--- config.mk ---
export PLATFORM = sky130hd
export DESIGN_NAME = periphTop
export DESIGN_NICKNAME = d
export VERILOG_FILES = /design/src/periphPkg.sv /design/src/periphTop.sv /design/src/periphRspOut.sv /design/src/sysCtrl.sv /design/src/aclintTimer.sv /design/src/periphReqIn.sv
export SDC_FILE = /design/constraint.sdc
export NUM_CORES = 1
export LEC_CHECK = 0
export ABC_AREA = 0
export BUFFER_PORTS_ARGS = -buffer_cell sky130_fd_sc_hd__buf_2
export CAP_MARGIN = 5
export CORE_ASPECT_RATIO = 0.7
export CORE_MARGIN = 3
export CORE_UTILIZATION = 56
export CTS_CLUSTER_DIAMETER = 50
export DETAILED_ROUTE_END_ITERATION = 10
export PLACE_DENSITY = 0.81
export SYNTH_ARGS = -nofsm -noshare
export SYNTH_HDL_FRONTEND = slang
export SYNTH_SLANG_ARGS = --single-unit
--- constraint.sdc ---
create_clock -name clk -period 5.38 [get_ports clk]
set_input_delay 1.076 -clock clk [delete_from_list [all_inputs] [get_ports clk]]
set_output_delay 1.076 -clock clk [all_outputs]
set_load 0.03 [all_outputs]
--- src/periphPkg.sv ---
`default_nettype none

package periphPkg;

    // Byte addresses of the mapped registers.
    localparam logic [31:0] MTIME_ADDR    = 32'h0200BFF8;
    localparam logic [31:0] MTIMECMP_ADDR = 32'h02004000;
    localparam logic [31:0] SYSCON_ADDR   = 32'hFF000004;

    // Word addresses as seen on the request channel.
    localparam logic [29:0] MTIME_LO_WORD    = MTIME_ADDR[31:2];
    localparam logic [29:0] MTIME_HI_WORD    = MTIME_ADDR[31:2] + 30'd1;
    localparam logic [29:0] MTIMECMP_LO_WORD = MTIMECMP_ADDR[31:2];
    localparam logic [29:0] MTIMECMP_HI_WORD = MTIMECMP_ADDR[31:2] + 30'd1;
    localparam logic [29:0] SYSCON_WORD      = SYSCON_ADDR[31:2];

    // Magic values for the system controller.
    localparam logic [7:0] REBOOT_CODE   = 8'h77;
    localparam logic [7:0] POWEROFF_CODE = 8'h55;

    typedef struct packed {
        logic        write;
        logic [29:0] wordAddr;
        logic [3:0]  wmask;
        logic [31:0] wdata;
    } periphReq;

    typedef enum logic [1:0] {
        TGT_NONE   = 2'd0,
        TGT_TIMER  = 2'd1,
        TGT_SYSCON = 2'd2
    } periphTarget;

    typedef struct packed {
        periphReq    req;
        periphTarget target;
    } periphStaged;

    // err flags an access to an unmapped address.
    typedef struct packed {
        logic [31:0] rdata;
        logic        err;
    } periphRsp;

endpackage

`default_nettype wire
--- src/periphTop.sv ---
`timescale 1ns/10ps
`default_nettype none

module periphTop (
    input  wire                 clk,
    input  wire                 rst,
    input  wire                 reqValid,
    input  periphPkg::periphReq req,
    output logic                reqReady,
    output logic                rspValid,
    output periphPkg::periphRsp rsp,
    input  wire                 rspReady,
    output logic [63:0]         mtime,
    output logic [63:0]         mtimecmp,
    output logic                timerIrq,
    output logic                reboot,
    output logic                powerOff
);

    import periphPkg::*;

    logic        rspFree;
    logic        issue;
    periphStaged issued;
    logic        timerHit;
    logic        sysHit;
    logic [31:0] timerRdata;

    periphReqIn periphReqIn_i (
        .clk      (clk),
        .rst      (rst),
        .reqValid (reqValid),
        .req      (req),
        .reqReady (reqReady),
        .rspFree  (rspFree),
        .issue    (issue),
        .issued   (issued),
        .timerHit (timerHit),
        .sysHit   (sysHit)
    );

    aclintTimer aclintTimer_i (
        .clk        (clk),
        .rst        (rst),
        .timerHit   (timerHit),
        .issued     (issued),
        .timerRdata (timerRdata),
        .mtime      (mtime),
        .mtimecmp   (mtimecmp),
        .timerIrq   (timerIrq)
    );

    sysCtrl sysCtrl_i (
        .clk      (clk),
        .rst      (rst),
        .sysHit   (sysHit),
        .issued   (issued),
        .reboot   (reboot),
        .powerOff (powerOff)
    );

    periphRspOut periphRspOut_i (
        .clk        (clk),
        .rst        (rst),
        .issue      (issue),
        .issued     (issued),
        .timerRdata (timerRdata),
        .rspFree    (rspFree),
        .rspValid   (rspValid),
        .rsp        (rsp),
        .rspReady   (rspReady)
    );

endmodule

`default_nettype wire

--- src/periphRspOut.sv ---
`timescale 1ns/10ps
`default_nettype none

module periphRspOut (
    input  wire                    clk,
    input  wire                    rst,
    input  wire                    issue,
    input  periphPkg::periphStaged issued,
    input  wire [31:0]             timerRdata,
    output logic                   rspFree,
    output logic                   rspValid,
    output periphPkg::periphRsp    rsp,
    input  wire                    rspReady
);

    import periphPkg::*;

    periphRsp rspNext;
    periphRsp rspHold;

    // Writes and syscon reads return zero.
    always_comb begin
        rspNext.err = (issued.target == TGT_NONE);
        if (!issued.req.write && issued.target == TGT_TIMER) begin
            rspNext.rdata = timerRdata;
        end else begin
            rspNext.rdata = 32'd0;
        end
    end

    // Room when empty or draining this cycle.
    assign rspFree = !rspValid || rspReady;

    always_ff @(posedge clk or posedge rst) begin
        if (rst) begin
            rspValid <= 1'b0;
        end else if (issue) begin
            rspValid <= 1'b1;
        end else if (rspReady) begin
            rspValid <= 1'b0;
        end
    end

    always_ff @(posedge clk) begin
        if (issue) begin
            rspHold <= rspNext;
        end
    end

    assign rsp = rspHold;

endmodule

`default_nettype wire

--- src/sysCtrl.sv ---
`timescale 1ns/10ps
`default_nettype none

module sysCtrl (
    input  wire                    clk,
    input  wire                    rst,
    input  wire                    sysHit,
    input  periphPkg::periphStaged issued,
    output logic                   reboot,
    output logic                   powerOff
);

    import periphPkg::*;

    logic       cmdWrite;
    logic [7:0] cmdByte;

    // Only byte 0 carries a command.
    assign cmdWrite = sysHit && issued.req.write && issued.req.wmask[0];
    assign cmdByte  = issued.req.wdata[7:0];

    // Pulses last one cycle.
    always_ff @(posedge clk or posedge rst) begin
        if (rst) begin
            reboot   <= 1'b0;
            powerOff <= 1'b0;
        end else begin
            reboot   <= cmdWrite && (cmdByte == REBOOT_CODE);
            powerOff <= cmdWrite && (cmdByte == POWEROFF_CODE);
        end
    end

endmodule

`default_nettype wire

--- src/aclintTimer.sv ---
`timescale 1ns/10ps
`default_nettype none

module aclintTimer (
    input  wire                    clk,
    input  wire                    rst,
    input  wire                    timerHit,
    input  periphPkg::periphStaged issued,
    output logic [31:0]            timerRdata,
    output logic [63:0]            mtime,
    output logic [63:0]            mtimecmp,
    output logic                   timerIrq
);

    import periphPkg::*;

    logic [63:0] mtimeNext;
    logic [63:0] mtimecmpNext;
    logic        timerWrite;

    // Replace only the enabled bytes of a word.
    function automatic logic [31:0] mergeBytes(
        input logic [31:0] oldWord,
        input logic [31:0] newWord,
        input logic [3:0]  mask
    );
        logic [31:0] result;
        result = oldWord;
        for (int i = 0; i < 4; i++) begin
            if (mask[i]) begin
                result[8*i +: 8] = newWord[8*i +: 8];
            end
        end
        return result;
    endfunction

    assign timerWrite = timerHit && issued.req.write;

    // Masked bytes of an mtime write win over the increment.
    always_comb begin
        mtimeNext    = mtime + 64'd1;
        mtimecmpNext = mtimecmp;
        if (timerWrite) begin
            case (issued.req.wordAddr)
                MTIME_LO_WORD: begin
                    mtimeNext[31:0] = mergeBytes(mtimeNext[31:0], issued.req.wdata,
                                                 issued.req.wmask);
                end
                MTIME_HI_WORD: begin
                    mtimeNext[63:32] = mergeBytes(mtimeNext[63:32], issued.req.wdata,
                                                  issued.req.wmask);
                end
                MTIMECMP_LO_WORD: begin
                    mtimecmpNext[31:0] = mergeBytes(mtimecmp[31:0], issued.req.wdata,
                                                    issued.req.wmask);
                end
                MTIMECMP_HI_WORD: begin
                    mtimecmpNext[63:32] = mergeBytes(mtimecmp[63:32], issued.req.wdata,
                                                     issued.req.wmask);
                end
                default: begin
                end
            endcase
        end
    end

    always_ff @(posedge clk or posedge rst) begin
        if (rst) begin
            mtime    <= 64'd0;
            mtimecmp <= '1;
            timerIrq <= 1'b0;
        end else begin
            mtime    <= mtimeNext;
            mtimecmp <= mtimecmpNext;
            timerIrq <= (mtime >= mtimecmp);
        end
    end

    // Read word from the current register values.
    always_comb begin
        case (issued.req.wordAddr)
            MTIME_LO_WORD:    timerRdata = mtime[31:0];
            MTIME_HI_WORD:    timerRdata = mtime[63:32];
            MTIMECMP_LO_WORD: timerRdata = mtimecmp[31:0];
            MTIMECMP_HI_WORD: timerRdata = mtimecmp[63:32];
            default:          timerRdata = 32'd0;
        endcase
    end

endmodule

`default_nettype wire

--- src/periphReqIn.sv ---
`timescale 1ns/10ps
`default_nettype none

module periphReqIn (
    input  wire                    clk,
    input  wire                    rst,
    input  wire                    reqValid,
    input  periphPkg::periphReq    req,
    output logic                   reqReady,
    input  wire                    rspFree,
    output logic                   issue,
    output periphPkg::periphStaged issued,
    output logic                   timerHit,
    output logic                   sysHit
);

    import periphPkg::*;

    logic        stageFull;
    logic        accept;
    periphTarget reqTarget;
    periphStaged stage;

    // Address decode of the incoming request.
    always_comb begin
        case (req.wordAddr)
            MTIME_LO_WORD,
            MTIME_HI_WORD,
            MTIMECMP_LO_WORD,
            MTIMECMP_HI_WORD: reqTarget = TGT_TIMER;
            SYSCON_WORD:      reqTarget = TGT_SYSCON;
            default:          reqTarget = TGT_NONE;
        endcase
    end

    // Issue once the response register has room.
    assign issue    = stageFull && rspFree;
    assign reqReady = !stageFull || issue;
    assign accept   = reqValid && reqReady;

    always_ff @(posedge clk or posedge rst) begin
        if (rst) begin
            stageFull <= 1'b0;
        end else if (accept) begin
            stageFull <= 1'b1;
        end else if (issue) begin
            stageFull <= 1'b0;
        end
    end

    always_ff @(posedge clk) begin
        if (accept) begin
            stage.req    <= req;
            stage.target <= reqTarget;
        end
    end

    assign issued = stage;

    // One strobe per mapped target.
    assign timerHit = issue && (stage.target == TGT_TIMER);
    assign sysHit   = issue && (stage.target == TGT_SYSCON);

endmodule

`default_nettype wire

Word-level counts from Yosys, hierarchy flattened
Cells that the tools add are included.
{"block": "totals", "register_bits": 235, "in_bits": 71}
{"block": "classes", "n_mux": 17, "add_sub_neg": 1, "eq_ne": 13, "n_lt_le_gt_ge": 1, "n_reduce_logical": 27}
{"operator": "== test 30 x 24 -> 1 bit, second input constant", "count": 8}
{"operator": "case mux 32 bit (4 select lines)", "count": 1}
{"operator": "adder 64 x 1 -> 64 bit, second input constant", "count": 1}
{"operator": ">= comparator 64 bit", "count": 1}
{"operator": "two-way mux 32 bit", "count": 2}
{"operator": "two-way mux 64 bit", "count": 1}
{"operator": "two-way mux 8 bit", "count": 8}
{"operator": "== test 30 bit, second input constant", "count": 1}
{"operator": "AND reduction 3 bit", "count": 8}
{"operator": "== test 8 x 7 -> 1 bit, second input constant", "count": 2}
{"operator": "logical AND 1 bit", "count": 10}
{"operator": "two-way mux 1 bit", "count": 4}
{"operator": "case mux 2 bit (2 select lines)", "count": 1}
{"operator": "nonzero test 2 bit", "count": 2}
{"operator": "OR reduction 4 bit", "count": 1}
{"operator": "logical NOT 1 bit", "count": 3}
{"operator": "== test 2 x 1 -> 1 bit, second input constant", "count": 1}
{"operator": "== test 2 bit, second input constant", "count": 1}
{"operator": "logical NOT 2 bit", "count": 1}
{"operator": "logical OR 1 bit", "count": 2}

Longest topological paths before layout
Gate-level depths: netlist (run 1).
{"block": "logic_depth", "word_depth": 7, "ltp_mapped": 10}

Hierarchy
A second synthesis (run 1) with hierarchy kept.
{"block": "unflattened", "cells_unflattened": 1158, "hier_area_um2": 12191.7}
{"mod": "aclintTimer", "n_inst": 1, "area_per_inst_um2": 8505.7, "seq_area_each_um2": 3308.2, "cells_per_inst": 976}
{"mod": "periphReqIn", "n_inst": 1, "area_per_inst_um2": 2277.2, "seq_area_each_um2": 2097.0, "cells_per_inst": 99}
{"mod": "periphRspOut", "n_inst": 1, "area_per_inst_um2": 1296.2, "seq_area_each_um2": 1016.0, "cells_per_inst": 74}
{"mod": "sysCtrl", "n_inst": 1, "area_per_inst_um2": 112.6, "seq_area_each_um2": 50.0, "cells_per_inst": 9}

Least setup slack after synthesis (run 1)
Ideal clock, no wire load.
{"block": "synth_timing", "path_kind": "input port to flip-flop", "from": "input rspReady", "to": "register periphReqIn_i.stage (netlist bit periphReqIn_i.issued[0]) (enable)", "stages": 2, "n_path_buf": 0, "setup_ns": 0.434, "arrival_time_ns": 3.076, "slack_ns": 1.870, "cell_sequence": "nand3b_1 and2_1"}
{"block": "synth_via", "elab_chain_len": 4}
{"item": "from (decl)", "line_no": "periphTop.sv:12", "rtl": "input wire rspReady,"}
{"item": "logical OR 1 bit", "line_no": "periphRspOut.sv:32", "rtl": "assign rspFree = !rspValid || rspReady;"}
{"item": "logical AND 1 bit", "line_no": "periphReqIn.sv:37", "rtl": "assign issue = stageFull && rspFree;"}
{"item": "logical OR 1 bit", "line_no": "periphReqIn.sv:38", "rtl": "assign reqReady = !stageFull || issue;"}
{"item": "logical AND 1 bit", "line_no": "periphReqIn.sv:39", "rtl": "assign accept = reqValid && reqReady;"}
{"item": "named net periphReqIn_i.accept", "line_no": "periphReqIn.sv:20", "rtl": "logic accept;"}
{"item": "to (decl)", "line_no": "periphReqIn.sv:22", "rtl": "periphStaged stage;"}
The timed path passes the listed nets, and every way through them passes these cells.
A chain may end at the register's enable or synchronous reset.

Final worst setup path (run 1)
{"block": "layout_timing", "from": "register periphReqIn_i.stage (netlist bit periphReqIn_i.issued[58])", "to": "register aclintTimer_i.mtime[63]"}
{"block": "layout_via", "elab_chain_len": 3}
{"item": "== test 30 x 24 -> 1 bit", "line_no": "aclintTimer.sv:44", "rtl": "case (issued.req.wordAddr)"}
{"item": "two-way mux 32 bit", "line_no": "aclintTimer.sv:44"}
{"item": "two-way mux 64 bit", "line_no": "aclintTimer.sv:43", "rtl": "if (timerWrite) begin"}
{"item": "named net aclintTimer_i.mtimeNext[63]", "line_no": "aclintTimer.sv:17", "rtl": "logic [63:0] mtimeNext;"}
{"item": "to (signal assigned)", "line_no": "aclintTimer.sv:73", "rtl": "mtime <= mtimeNext;"}
{"item": "to (decl)", "line_no": "aclintTimer.sv:10", "rtl": "output logic [63:0] mtime,"}
The timed path passes the listed nets, and every way through them passes these cells.

==> results of run 1 <==
-- routing by layer --
metal	GRT usage (%)	vias up	wire length (µm)	part of all wire, %
met5	0	-	0	0
met2	40.8	731	14600	41
met3	8.48	76	5110	14
met4	8.42	0	978	2.8
li1	-	4593	-	-
met1	45.4	4869	14800	42
-- synth_stat cells (2+ instances only) --
master                     number  area (µm²)
sky130_fd_sc_hd__a211o_1        2        17.5
sky130_fd_sc_hd__nor4_2         6        75.1
sky130_fd_sc_hd__a21oi_2        2        17.5
sky130_fd_sc_hd__buf_2          4        20.0
sky130_fd_sc_hd__a222oi_1      30         300
sky130_fd_sc_hd__mux2_2        34         383
sky130_fd_sc_hd__inv_1         81         304
sky130_fd_sc_hd__o31a_1         2        17.5
sky130_fd_sc_hd__nor3_1        25         125
sky130_fd_sc_hd__xnor2_1       45         394
sky130_fd_sc_hd__nor2_1       100         375
sky130_fd_sc_hd__a211oi_1       3        22.5
sky130_fd_sc_hd__and4_1         6        52.6
sky130_fd_sc_hd__nand4b_1       2        17.5
sky130_fd_sc_hd__nor4b_1        3        26.3
sky130_fd_sc_hd__clkbuf_1      45         169
sky130_fd_sc_hd__a22oi_1        3        22.5
sky130_fd_sc_hd__or3_1          4        25.0
sky130_fd_sc_hd__and3b_1        2        17.5
sky130_fd_sc_hd__o211ai_1       3        22.5
sky130_fd_sc_hd__dfstp_2       64        1680
sky130_fd_sc_hd__o21ai_1        3        15.0
sky130_fd_sc_hd__nand4_1       20         125
sky130_fd_sc_hd__and3_1        12        75.1
sky130_fd_sc_hd__nor4_1        24         150
sky130_fd_sc_hd__xor2_1        16         140
sky130_fd_sc_hd__nand3_1       52         260
sky130_fd_sc_hd__nand2_1      119         447
sky130_fd_sc_hd__ha_1          65         813
sky130_fd_sc_hd__a21oi_1       74         370
sky130_fd_sc_hd__and2_1        13        81.3
sky130_fd_sc_hd__dfrtp_1       69        1730
sky130_fd_sc_hd__nor2b_1        4        25.0
sky130_fd_sc_hd__a22o_1        17         149
sky130_fd_sc_hd__edfxtp_1     102        3060
sky130_fd_sc_hd__o21ai_0       69         345
sky130_fd_sc_hd__nand2b_1       5        31.3
sky130_fd_sc_hd__nand4_2        2        25.0
-- kinds of logic after synthesis --
| group | after synthesis | synth area share, % |
|---|---|---|
| AND/OR/NAND/NOR | 408 | 16.8 |
| flip-flops | 235 | 53.5 |
| AO/OA/AOI/OAI | 213 | 11.1 |
| buffers and inverters | 133 | 4.32 |
| adder cells (fa/ha/maj) | 65 | 6.72 |
| XOR/XNOR | 61 | 4.42 |
| multiplexers | 34 | 3.16 |
-- power by group through the flow --
stage	clock network, µW	registers (µW)	logic [µW]
floorplan	0	2020	46.5
global placement	0	2010	143
detailed placement	0	2010	145
CTS	1670	1980	146
global route	1740	1980	156
finish	1660	1980	143
-- metrics by stage --
step           hold slack (ps)  setup WS [ps]  cells
5_1_grt                    557           1280   1663
6_report                   521           1470   1663
3_5_place_dp               502           1630   1619
2_1_floorplan              464            856   1149
4_1_cts                    531           1590   1663
3_3_place_gp               496           1760   1619
-- state kept, by name, summed over array words and instances (netlist names) --
name / flops
periphReqIn_i.stageFull: 1
periphRspOut_i.rsp: 33
periphReqIn_i.issued: 69
sysCtrl_i.reboot: 1
aclintTimer_i.mtime: 64
periphRspOut_i.rspValid: 1
aclintTimer_i.timerIrq: 1
aclintTimer_i.mtimecmp: 64
sysCtrl_i.powerOff: 1
-- placed cells by master (no fill, tap or decap), types with 5 or more instances in the layout --
| master | n |
|---|---|
| sky130_fd_sc_hd__xor2_1 | 16 |
| sky130_fd_sc_hd__mux2_2 | 34 |
| sky130_fd_sc_hd__a222oi_1 | 30 |
| sky130_fd_sc_hd__inv_1 | 80 |
| sky130_fd_sc_hd__a21oi_1 | 74 |
| sky130_fd_sc_hd__nor3_1 | 25 |
| sky130_fd_sc_hd__dfrtp_1 | 69 |
| sky130_fd_sc_hd__o21ai_0 | 69 |
| sky130_fd_sc_hd__nand2_1 | 119 |
| sky130_fd_sc_hd__and3_1 | 12 |
| sky130_fd_sc_hd__xnor2_1 | 45 |
| sky130_fd_sc_hd__nand4_1 | 20 |
| sky130_fd_sc_hd__nand2b_1 | 5 |
| sky130_fd_sc_hd__dfstp_2 | 64 |
| sky130_fd_sc_hd__ha_1 | 65 |
| sky130_fd_sc_hd__nor4_2 | 7 |
| sky130_fd_sc_hd__nand3_1 | 52 |
| sky130_fd_sc_hd__nor2_1 | 100 |
| sky130_fd_sc_hd__and4_1 | 6 |
| sky130_fd_sc_hd__buf_4 | 10 |
| sky130_fd_sc_hd__a22o_1 | 17 |
| sky130_fd_sc_hd__nor4_1 | 23 |
| sky130_fd_sc_hd__clkbuf_16 | 25 |
| sky130_fd_sc_hd__clkbuf_1 | 7 |
| sky130_fd_sc_hd__and2_1 | 12 |
| sky130_fd_sc_hd__buf_2 | 236 |
| sky130_fd_sc_hd__edfxtp_1 | 102 |
-- worst max-delay path by stage --
stage	end	depth (start not counted)	slack, ps
2_1_floorplan	aclintTimer_i.mtime[0]$_DFF_PP0_	1	860
3_3_place_gp	aclintTimer_i.mtime[63]$_DFF_PP0_	6	1760
3_5_place_dp	aclintTimer_i.mtime[63]$_DFF_PP0_	6	1630
4_1_cts	aclintTimer_i.mtime[63]$_DFF_PP0_	6	1590
5_1_grt	aclintTimer_i.mtime[63]$_DFF_PP0_	6	1280
6_report	aclintTimer_i.mtime[63]$_DFF_PP0_	6	1470
-- area by class of cell --
class | instances | area [µm²]
multi-input combinational | 781 | 5120
tap | 276 | 345
clock buffer | 33 | 666
sequential | 235 | 6470
timing repair buffer | 246 | 1260
fill | 1535 | 6700
inverter | 81 | 307
clock inverter | 11 | 111
-- worst max-delay path: stages, from the launching register on --
cell and delay (ps):
sky130_fd_sc_hd__edfxtp_1 360, sky130_fd_sc_hd__nor4b_1 320, sky130_fd_sc_hd__and4_1 920, sky130_fd_sc_hd__and2_1 900
sky130_fd_sc_hd__nand3_1 680, sky130_fd_sc_hd__or2_2 490, sky130_fd_sc_hd__o31a_1 110
==> impl_metrics.env, run 1 <==
export IMPL_finalSetupViolations=0
export IMPL_row_count=44
export IMPL_status="finished, final reports clean"
export IMPL_sequentialPowerShare_pct=52.3
export IMPL_worst_hold_path_num_cells=1
export IMPL_worstRegToRegCells=6
export IMPL_skew_ps=7.34
export IMPL_core_area_um2=21000
export IMPL_hp_class="flop to flop"
export IMPL_cts_clk_slew_worst_paths_ps=60
export IMPL_slew_viol_final=0
export IMPL_cp_startpoint="periphReqIn_i.issued[58]$_DFFE_PP_"
export IMPL_postCtsHoldBufs=0
export IMPL_postRouteAntennaNets=0
export IMPL_synth_area_um2=12100
export IMPL_postSynthCellCount=1149
export IMPL_firstDrtPassIters=10
export IMPL_cts_tree="built"
export IMPL_critical_setup_path_kind="flop to flop"
export IMPL_starting_density_pct=57.7
export IMPL_clkPwrFrac_pct=43.9
export IMPL_first_global_vias=9440
export IMPL_timing_worst_slew_pin_value_ps=1130
export IMPL_min_from="periphReqIn_i.stageFull$_DFFE_PP0P_"
export IMPL_drt_vias_per_instance=6.17
export IMPL_grt_antenna_before_repair=0
export IMPL_design_portCount=237
export IMPL_area_growth_syn_to_layout_pct=18.0
export IMPL_largest_net_degree_at_the_start_of_global_routing=73
export IMPL_p_leak_uw=0.00621
export IMPL_fin_area_um2=14300
export IMPL_final_routed_wirelength_mm=35.5
export IMPL_synthesis_yosys_warnings=0
export IMPL_setup_tns_final_ps=0
export IMPL_cts_inserted_buffers=24
export IMPL_htree_num_levels=1
export IMPL_ctsRootBufferMaster="sky130_fd_sc_hd__clkbuf_16"
export IMPL_synth_fp_nets=1285
export IMPL_dieHeight_um=129
export IMPL_arrival_ps=4310
export IMPL_grtUsageTotal_pct=29.5
export IMPL_async_reset_ff_share_pct=56.6
export IMPL_postLayoutCoreUtil_pct=68.1
export IMPL_crit_path_start_kind="flop"
export IMPL_detail_route_iter0_violations=1645
export IMPL_place_gp_congestion=0.941
export IMPL_layout_drive_gt1_share_pct=28.7
export IMPL_grt_first_pass_wirelength_mm=54.0
export IMPL_dpl_hpwl_mm=26.4
export IMPL_slew_headroom_pct=24.7
export IMPL_post_route_drc_count=0
export IMPL_critPathCaptureType="flop"
export IMPL_antenna_cells_inserted=0
export IMPL_timing_fmax_ghz=0.256
export IMPL_wl_per_cell_um=21.4
export IMPL_worstPathRequired_ps=5780
export IMPL_synth_yosys_seq_area_share_pct=53.5
export IMPL_rr_endpoint="aclintTimer_i.mtime[63]$_DFF_PP0_"
export IMPL_port_buffer_count=236
export IMPL_synth_top_flop_cell="sky130_fd_sc_hd__edfxtp_1"
export IMPL_maxCapViolations=0
export IMPL_worstSkewPairLatency_ps=520
export IMPL_timing_final_crit_period_ps=3910
export IMPL_cts_repair_resize_count=0
export IMPL_power_report_internal_total_uw=2940
export IMPL_power_density_cells_nw_per_um2=265
export IMPL_cts_repair_timing_setup_buffer_count=0
export IMPL_switching_share_pct=22.3
export IMPL_postSynthRegisterBits=235
export IMPL_hold_viol_final=0
export IMPL_clockBufferDepth=3
export IMPL_rsz0062_at_grt="no"
export IMPL_finalCritPeriodShare_pct=72.7
export IMPL_synth_enable_flop_cells=102
export IMPL_total_power_after_layout_uw=3780
export IMPL_rrSetupSlack_ps=1470
export IMPL_cts_sinks=235
export IMPL_num_nets_final=1505
export IMPL_critical_path_peak_fanout=22
export IMPL_pwr_share_comb_pct=3.8
export IMPL_detailed_place_area_um2=13500
export IMPL_power_switching_uw=845
export IMPL_origin_of_the_critical_flop_to_flop_path="periphReqIn_i.issued[58]$_DFFE_PP_"
export IMPL_vdd_ir_drop_max_mv=0.272
export IMPL_yosysUniqueCellTypes=55
export IMPL_die_width_um=182
export IMPL_floorplan_die_area_um2=23400
export IMPL_route_vias_total=10300
export IMPL_globalRouteOverflowTotal=0
export IMPL_hold_end="periphRspOut_i.rspValid$_DFFE_PP0P_"
export IMPL_synthesis_area_per_instance_um2=10.5
(Power assumes the default switching activity.)
==> run 2, diff against run 1 <==
CORE_UTILIZATION = 50   (was 56)
PLACE_DENSITY = 0.76   (was 0.81)
clock period = 3.4 ns   (was 5.38 ns; I/O delays follow)
==> impl_metrics.env, run 2 (synthesis results as in run 1) <==
export IMPL_status="finished, final reports clean"
export IMPL_critPathCaptureType="flop"
export IMPL_place_gp_congestion=0.965
export IMPL_dieHeight_um=136
export IMPL_row_count=46
export IMPL_core_area_um2=23200
export IMPL_detail_route_iter0_violations=1485
export IMPL_firstDrtPassIters=6
export IMPL_largest_net_degree_at_the_start_of_global_routing=70
export IMPL_finalSetupViolations=0
export IMPL_ctsRootBufferMaster="sky130_fd_sc_hd__clkbuf_16"
export IMPL_route_vias_total=10100
export IMPL_num_nets_final=1517
export IMPL_slew_viol_final=0
export IMPL_timing_worst_slew_pin_value_ps=834
export IMPL_grtUsageTotal_pct=28.0
export IMPL_maxCapViolations=0
export IMPL_fin_area_um2=14500
export IMPL_starting_density_pct=52.2
export IMPL_dpl_hpwl_mm=27.9
export IMPL_wl_per_cell_um=21.5
export IMPL_htree_num_levels=1
export IMPL_crit_path_setup_slack_layout_ps=742
export IMPL_p_leak_uw=0.00629
export IMPL_port_buffer_count=236
export IMPL_switching_share_pct=22.0
export IMPL_critical_path_peak_fanout=29
export IMPL_power_report_internal_total_uw=4780
export IMPL_critical_setup_path_kind="flop to flop"
export IMPL_final_routed_wirelength_mm=36.8
export IMPL_cts_inserted_buffers=25
export IMPL_hp_class="primary input to asynchronous set/reset pin"
export IMPL_commonest_non_fill_non_tap_cell_in_the_layout="sky130_fd_sc_hd__buf_2"
export IMPL_slew_headroom_pct=44.4
export IMPL_crit_path_start_kind="flop"
export IMPL_rsz0062_at_grt="no"
export IMPL_post_route_drc_count=0
export IMPL_cts_clk_slew_worst_paths_ps=60
export IMPL_arrival_ps=3060
export IMPL_postCtsHoldBufs=0
export IMPL_power_switching_uw=1350
export IMPL_setup_tns_final_ps=0
export IMPL_layout_drive_gt1_share_pct=29.2
export IMPL_area_growth_syn_to_layout_pct=19.5
export IMPL_floorplan_die_area_um2=26100
export IMPL_postRouteAntennaNets=0
export IMPL_rrSetupSlack_ps=740
export IMPL_drt_vias_per_instance=5.91
export IMPL_vdd_ir_drop_max_mv=0.402
export IMPL_pre_cts_setup_slack_ps=787
export IMPL_clockBufferDepth=3
export IMPL_design_portCount=237
export IMPL_die_width_um=192
export IMPL_globalRouteOverflowTotal=0
export IMPL_grt_first_pass_wirelength_mm=55.5
export IMPL_power_density_cells_nw_per_um2=424
export IMPL_clkPwrFrac_pct=45.0
export IMPL_largest_register_ffs=69
export IMPL_timing_fmax_ghz=0.376
export IMPL_sequentialPowerShare_pct=51.2
export IMPL_antenna_cells_inserted=0
export IMPL_fill_cells=1885
export IMPL_detailed_place_area_um2=13600
export IMPL_worstSkewPairLatency_ps=520
export IMPL_cts_repair_timing_setup_buffer_count=0
export IMPL_hold_viol_final=0
export IMPL_layout_area_seq_um2=6470
export IMPL_worstPathRequired_ps=3800
export IMPL_finalCritPeriodShare_pct=78.2
export IMPL_multiInputGateArea_um2=5120
export IMPL_cts_sinks=235
export IMPL_final_cell_mix="236 x sky130_fd_sc_hd__buf_2, 119 x sky130_fd_sc_hd__nand2_1, 102 x sky130_fd_sc_hd__edfxtp_1"
export IMPL_timing_final_crit_period_ps=2660
export IMPL_grt_antenna_before_repair=1
export IMPL_skew_ps=9.98
export IMPL_cts_tree="built"
export IMPL_cts_repair_resize_count=0
export IMPL_pwr_share_comb_pct=3.7
export IMPL_first_global_vias=9259
[run 2: changes by cell type in the layout (fill, tap and decap cells not counted)]
| cell | before | now |
|---|---|---|
| sky130_fd_sc_hd__clkbuf_8 | 1 | 3 |
| sky130_fd_sc_hd__clkinv_2 | 3 | 1 |
| sky130_fd_sc_hd__buf_4 | 10 | 20 |
| sky130_fd_sc_hd__clkinvlp_4 | 2 | 1 |
| sky130_fd_sc_hd__clkinv_1 | 2 | 1 |
| sky130_fd_sc_hd__clkinvlp_2 | 1 | 0 |
| sky130_fd_sc_hd__bufinv_16 | 2 | 3 |
| sky130_fd_sc_hd__clkbuf_1 | 7 | 10 |
| sky130_fd_sc_hd__buf_12 | 0 | 1 |
[run 2: power groups by stage]
| stage | combinational [µW] | clock, µW | sequential (µW) |
|---|---|---|---|
| finish | 228 | 2760 | 3140 |
| global route | 250 | 2910 | 3150 |
| CTS | 232 | 2790 | 3140 |
| detailed placement | 232 | 0 | 3190 |
| global placement | 228 | 0 | 3190 |
| floorplan | 74.0 | 0 | 3200 |
[run 2: final cells by class]
cell class,count,share of cell area (%)
Tap cell,312,2.70
Sequential cell,235,44.8
Timing Repair Buffer,257,9.35
Multi-Input combinational cell,781,35.4
Clock buffer,38,4.87
Inverter,81,2.13
Clock inverter,7,0.788
[run 2: final timing paths]
check                                                     from                                endpoint  cells past startpoint
setup / recovery             aclintTimer_i.mtime[29]$_DFF_PP0_       aclintTimer_i.mtime[63]$_DFF_PP0_                      6
hold / removal                                             rst        aclintTimer_i.mtime[9]$_DFF_PP0_                      2
setup reg to reg             aclintTimer_i.mtime[29]$_DFF_PP0_       aclintTimer_i.mtime[63]$_DFF_PP0_                      6
hold reg to reg            periphReqIn_i.stageFull$_DFFE_PP0P_     periphRspOut_i.rspValid$_DFFE_PP0P_                      1
max in group asynchronous                                  rst  aclintTimer_i.mtimecmp[48]$_DFFE_PP1P_                      3
min in group clk                                        req[1]       periphReqIn_i.issued[3]$_DFFE_PP_                      1
[run 2: worst max-delay path, cell delays in order (launching register included)]
cell and delay, ps:
sky130_fd_sc_hd__dfrtp_1 480, sky130_fd_sc_hd__nand3_2 170, sky130_fd_sc_hd__or3_1 380, sky130_fd_sc_hd__or3_4 540, sky130_fd_sc_hd__or3_1 430, sky130_fd_sc_hd__o31a_1 240, sky130_fd_sc_hd__o31a_1 270
[run 2: stage by stage]
| step | hold WS (ps) | total power, µW | utilization, % | cells |
|---|---|---|---|---|
| finish | 253 | 6130 | 62.3 | 1711 |
| detailed placement | 515 | 3420 | 58.8 | 1666 |
| CTS | 256 | 6160 | 62.3 | 1711 |
| global placement | 501 | 3420 | 58.8 | 1666 |
| floorplan | 464 | 3280 | - | 1149 |
| global route | 273 | 6310 | 62.3 | 1711 |
[run 2: layer usage]
metal	vias up	routed length, µm	track usage (%)
met5	-	11	0
met4	2	970	6.44
met3	64	4750	7.53
met2	620	14500	37.7
met1	4818	16500	44.3
li1	4610	-	-
